$ cat config.mk
export PLATFORM = sky130hd
export DESIGN_NAME = psum_adder_flat
export DESIGN_NICKNAME = d
export VERILOG_FILES = /design/src/conv_pkg.sv /design/src/conv_chan_if.sv /design/src/psum_adder.sv /design/src/flat_wrapper.sv
export SDC_FILE = /design/constraint.sdc
export NUM_CORES = 1
export LEC_CHECK = 0
export ABC_AREA = 1
export BUFFER_PORTS_ARGS = -buffer_cell sky130_fd_sc_hd__buf_2
export CAP_MARGIN = 40
export CORE_AREA = 2 2 470 472
export DETAILED_ROUTE_END_ITERATION = 12
export DIE_AREA = 0 0 472 474
export PLACE_DENSITY_LB_ADDON = 0.2
export SLEW_MARGIN = 10
export SYNTH_ARGS = -nofsm -noshare
export SYNTH_HDL_FRONTEND = slang
export SYNTH_SLANG_ARGS = --single-unit
export TNS_END_PERCENT = 50
$ cat constraint.sdc
create_clock -name clk -period 12 [get_ports clk]
set_clock_uncertainty 0.05 [all_clocks]
set_input_delay 3 -clock clk [delete_from_list [all_inputs] [get_ports clk]]
set_output_delay 3 -clock clk [all_outputs]
set_load 0.01 [all_outputs]
$ cat src/conv_pkg.sv
package conv_pkg;

  localparam int PIX_W    = 8;               // unsigned pixel bits
  localparam int WGT_W    = 8;               // signed weight bits
  localparam int PSUM_W   = 20;              // psum bits, all sums wrap here
  localparam int K        = 3;               // kernel size
  localparam int ROWS_IN  = 14;              // pixels per column
  localparam int ROWS_OUT = ROWS_IN - K + 1; // output rows, 12
  localparam int N_CH     = 4;               // input channels

  // zero-extended pixel times signed weight
  localparam int PROD_W = PIX_W + 1 + WGT_W;

  localparam int KCOL_W = K * WGT_W;         // one filter column of one channel
  localparam int FILT_W = N_CH * KCOL_W;     // flat filter port, channel 0 on top

  typedef logic [PIX_W-1:0] pixel_t;         // unsigned pixel
  typedef logic signed [WGT_W-1:0] weight_t; // signed weight
  typedef logic signed [PSUM_W-1:0] psum_t;  // two's complement psum

  // element 0 sits in the msbs in all three
  typedef pixel_t [0:ROWS_IN-1] pix_col_t;   // top row first
  typedef weight_t [0:K-1] kern_col_t;       // tap 0 first
  typedef psum_t [0:ROWS_OUT-1] psum_col_t;  // output row 0 first

endpackage

$ cat src/conv_chan_if.sv
`timescale 1ns/1ps
interface conv_chan_if;

  logic                 en;        // column strobe, plain level
  conv_pkg::pix_col_t   ifmap_col; // incoming pixel column
  conv_pkg::kern_col_t  filt_0;    // weights for the oldest column
  conv_pkg::kern_col_t  filt_1;    // weights for the middle column
  conv_pkg::kern_col_t  filt_2;    // weights for the new column
  conv_pkg::psum_col_t  psum;      // registered channel psums

  modport array (
    input  en,
    input  ifmap_col,
    input  filt_0,
    input  filt_1,
    input  filt_2,
    output psum
  );

  modport sum (
    input psum
  );

endinterface

$ cat src/psum_adder.sv
`timescale 1ns/1ps
module psum_adder (
  input  logic                clk,
  input  logic                rst_n,
  input  logic                en,
  conv_chan_if.sum            ch0,
  conv_chan_if.sum            ch1,
  conv_chan_if.sum            ch2,
  conv_chan_if.sum            ch3,
  output conv_pkg::psum_col_t psum_out_sum,
  output logic                psum_valid
);

  logic [1:0] col_cnt;  // enabled columns seen, saturates at K-1

  // cross-channel sum, combinational from the registered channel psums
  always_comb begin
    for (int r = 0; r < conv_pkg::ROWS_OUT; r++) begin
      psum_out_sum[r] = ch0.psum[r] + ch1.psum[r]
                      + ch2.psum[r] + ch3.psum[r];  // two's complement wrap
    end
  end

  // warm-up, window is full from the third enabled column on
  always_ff @(posedge clk or negedge rst_n) begin
    if (!rst_n) begin
      col_cnt    <= '0;
      psum_valid <= 1'b0;
    end else begin
      if (en && col_cnt != 2'(conv_pkg::K - 1)) begin
        col_cnt <= col_cnt + 2'd1;                  // count until saturated
      end
      psum_valid <= en && (col_cnt == 2'(conv_pkg::K - 1)); // drops after any gap
    end
  end

endmodule

$ cat src/flat_wrapper.sv
// flat-port wrapper written by rule: the top's interface ports become plain ports
module psum_adder_flat 
  (clk, rst_n, en, psum_out_sum, psum_valid, ch0_psum, ch1_psum, ch2_psum, ch3_psum);
  conv_chan_if ch0_i ();
  conv_chan_if ch1_i ();
  conv_chan_if ch2_i ();
  conv_chan_if ch3_i ();
  input  logic clk;
  input  logic rst_n;
  input  logic en;
  output conv_pkg::psum_col_t psum_out_sum;
  output logic psum_valid;
  input wire logic [$bits(ch0_i.psum)-1:0] ch0_psum;
  input wire logic [$bits(ch1_i.psum)-1:0] ch1_psum;
  input wire logic [$bits(ch2_i.psum)-1:0] ch2_psum;
  input wire logic [$bits(ch3_i.psum)-1:0] ch3_psum;
  assign ch0_i.psum = ch0_psum;
  assign ch1_i.psum = ch1_psum;
  assign ch2_i.psum = ch2_psum;
  assign ch3_i.psum = ch3_psum;
  psum_adder u_core (.clk(clk), .rst_n(rst_n), .en(en), .ch0(ch0_i), .ch1(ch1_i), .ch2(ch2_i), .ch3(ch3_i), .psum_out_sum(psum_out_sum), .psum_valid(psum_valid));
endmodule
# Word-level counts from Yosys, hierarchy flattened

Index checks and enable logic that the tools add are counted.

Register bits: 3
Bits of input ports: 963
Output and inout bits: 241

Add/subtract/negate cells: 37
Eq/ne operators: 2
Reductions and logical operators: 2

Operator list:

| cell                | number |
|---|---|
| $add 20x20->20      | 36 |
| $add 2x1->2 const B | 1 |
| $eq 2x2->1 const B  | 1 |
| $logic_and 1x1->1   | 2 |
| $ne 2x2->1 const B  | 1 |

# Longest topological paths before layout

Depth in word-level cells: 3
Depth in mapped cells: 16
Gate-level depth less buffers: 16

# Worst setup path after synthesis

OpenSTA, ideal clock, no wires.

Path kind: input-to-output
Start: in ch3_psum[221]
End: out psum_out_sum[237] in the netlist's numbering
Arrival time: 5.428 ns
Required time: 8.950 ns
Path slack: 3.522 ns
Stages: 16
Buffers on the path: 0
Cell sequence: inv_1 -> fa_1 -> inv_1 -> fa_1 -> ha_1 -> inv_1 -> fa_1 -> inv_1 -> nand3_1 -> nand3_1 -> nand2_1 -> nand2_1 -> nand2_1 -> nand2_1 -> nand2_1 -> nand2_1

RTL lines:

| element            | line               | text |
|---|---|---|
| start: declaration | flat_wrapper.sv:16 | `input wire logic [$bits(ch3_i.psum)-1:0] ch3_psum;` |
| end: declaration   | flat_wrapper.sv:11 | `output conv_pkg::psum_col_t psum_out_sum;` |

==> reports/results.tsv <==
stage	metric	value	unit
power_and_ir_drop	Net Sw Frac	0.640	
critical_path	CP required	8.95	ns
global_route	Overflow after GRT	0	
floorplan	row count	172	
timing	Worst-Margin Slew	0.712	ns
drt	vias per inst	3.37	
logic_synthesis	cell taking the most area after synthesis	fa_1	
power_and_ir_drop	switching power	3280	uW
power_and_ir_drop	Int Pwr	1850	uW
power_and_ir_drop	combinational share of power	0.987	
clocking	clock buffer depth	2	
floorplan	Core ar.	219000	um^2
logic_synthesis	Synth top cells by count	1549 x inv_1, 929 x nand2_1, 456 x fa_1	
floorplan	Die Span Y	474	um
drt	via count	27667	
power_and_ir_drop	part of the power in registers	0.003	
run_status	status	completed	
clocking	CTS tree	done	
clocking	Setup Buffers After CTS	0	
cells_and_area	cell area after layout	36500	um^2
cells_and_area	Synth-to-Final Area Change	36.2	%
logic_synthesis	netlist area before placement	26800	um^2
power_and_ir_drop	Clock Power Share	0.010	
logic_synthesis	Post-Syn Instances	4116	
drt	average routed wire per standard cell	14.9	um
logic_synthesis	Seq/Total Area, Yosys	0.00280	
clocking	Clock Sinks	3	
placement	DP Cell Count	8191	
drt	antenna-violating nets left	0	
cells_and_area	Nets	6973	
global_route	gr usage total	0.105	
floorplan	Initial Util	0.123	
timing	TNS Setup	0	ns
drt	number of DRC markers in iteration 0	958	
power_and_ir_drop	Peak VDD IR	0.000150	V
floorplan	DIE AREA	224000	um^2
global_route	vias in the first global route	29215	
clocking	TritonCTS buffer count	3	
logic_synthesis	total of flip-flops plus latches after synthesis	3	
drt	DRC	0	
logic_synthesis	count leader, synth	inv_1	
timing	Slew Viols, Final	0	
timing	FMAX	108	MHz
global_route	antenna violations before repair	23	
drt	Detailed Routing Iterations Pass 1	5	
logic_synthesis	asr flop ratio synth	1.00	
critical_path	CP endpoint kind	primary output	
power_and_ir_drop	leakage power	0.0227	uW
power_and_ir_drop	total power	5130	uW
critical_path	CP Class	primary input to primary output	
cells_and_area	# fillers	25611	
critical_path	crit start category	primary input	
drt	Routed WL	122000	um
placement	Port Buffers	1203	
clocking	Clock Pin Slew Worst Setup and Hold Paths	0.03	ns
critical_path	Worst EP arrival	6.19	ns
logic_synthesis	share of the synthesized area in the top cell type	0.340	
clocking	Gates resized, CTS repair	0	
worst_hold_path	Hold Path Class	flop to flop	
timing	Final Hold Viols	0	
timing	Hold WS	0.447	ns
global_route	maximum number of pins on one net before global-route repair	7	
logic_synthesis	Mapped Nets	5764	
timing	Setup Viol. Count Final	0	
global_route	global-route wire length before repair	180000	um
timing	Slew Limit Headroom	0.524	
floorplan	Die X-Extent	472	um
run	max-cap viol count	0	
timing	RSZ-0062 raised after global routing	false	
critical_path	r2r setup slk	10.96	ns
timing	Tmin final	9.24	ns
logic_synthesis	post-synthesis cell type count	18	
floorplan	Ports	1204	
logic_synthesis	Most used DFF post-synth	dfrtp_1	
placement	Placed Area	36400	um^2
cells_and_area	share of cells above drive strength 1	0.244	
clocking	clk root buf	clkbuf_16	
logic_synthesis	top cells by area, synth	fa_1 34%, inv_1 22%, nand2_1 13%	
clocking	H-tree Lvls	1	
critical_path	crit-path max FO	4	
placement	hpwl dp	119000	um
timing	period utilisation layout	0.770	
cells_and_area	Post-Layout Cell Count	8203	
clocking	clk_lat worst skew	0.22	ns
logic_synthesis	Yosys Warn Count	0	
power_and_ir_drop	pwr dens	140	nW/um^2
clocking	Hold-fix buffers, CTS	0	
placement	final RePlAce weighted congestion	0.896	
logic_synthesis	Post-synth EDFFs	0	
logic_synthesis	Post-Syn Area per Cell	6.51	um^2
-- layer usage --
layer | track usage | up-vias | routed length, um
li1 | - | 14039 | -
met1 | 0.143 | 12884 | 56800
met2 | 0.184 | 692 | 58500
met3 | 0.0134 | 42 | 5910
met4 | 0.00612 | 10 | 818
met5 | 0 | - | 68
-- critical path, stage by stage --
cell and delay, ns:
buf_2 0.11, fa_1 0.48, fa_1 0.49, ha_1 0.29, inv_1 0.10, fa_1 0.47, inv_1 0.12, nand3_1 0.12
nand3_2 0.14, xor2_1 0.59, buf_2 0.26
-- cells in the final DEF, fill, tap and decap left out, types with 8 or more instances in the layout --
cell type,netlist,final
inv_1,1549,1549
buf_2,0,1203
nand2_1,929,929
fa_1,456,456
ha_1,229,229
a21oi_1,215,215
nor2_1,171,171
nand3_1,169,169
xor2_1,98,98
o21ai_0,72,72
xnor2_1,71,71
nand2_2,45,45
nor2_2,24,24
nand3_2,24,24
and2_1,24,24
nor3_1,24,24
nand3b_1,12,12
diode_2,0,8
-- cell families after synthesis --
logic type,synth area share
AOI/OAI and AO/OA,0.0538
xor gates and xnor gates,0.0552
adders and majority gates,0.447
buffers and inverters,0.217
DFF,0.00280
and+or+nand+nor,0.224
-- stage by stage --
stage               setup WS, ns   util
CTS                         2.69  0.167
floorplan                   3.52      -
global route                2.49  0.167
detailed placement          2.71  0.167
finish                      2.76  0.167
global placement            2.41  0.167
-- final timing paths --
path                                   start                 to  cells after the start
max in group asynchronous              rst_n  u_core.col_cnt[1]                      1
setup / recovery                 ch3_psum[1]   psum_out_sum[11]                     11
hold / removal             u_core.col_cnt[1]  u_core.col_cnt[1]                      2
hold reg to reg            u_core.col_cnt[1]  u_core.col_cnt[1]                      2
setup reg to reg           u_core.col_cnt[0]  u_core.col_cnt[0]                      5
min in group asynchronous              rst_n  u_core.col_cnt[0]                      1
-- cell type report --
| type | instances | area (um^2) | area share |
|---|---|---|---|
| multi-input cells | 2564 | 20900 | 0.573 |
| flip-flops and latches | 3 | 75.1 | 0.00205 |
| inverters | 1549 | 5810 | 0.159 |
| repair buffers | 1204 | 6030 | 0.165 |
| diodes | 8 | 20.0 | 0.000548 |
| clock buffers | 4 | 78.8 | 0.00216 |
| well taps | 2871 | 3590 | 0.0983 |
-- power groups by stage --
stage	clock network [uW]	logic [uW]	registers, uW
final	52.2	5060	15.9
after global routing	54.4	5730	16.4
after CTS	53.2	5220	16.0
after detailed placement	0	5190	16.0
after global placement	0	5200	16.0
after floorplan	0	2970	16.2
-- state kept, by name (all words and copies together), names as in the netlist --
name,flops
u_core.psum_valid,1
u_core.col_cnt,2
Power figures use the tool's default switching activity.
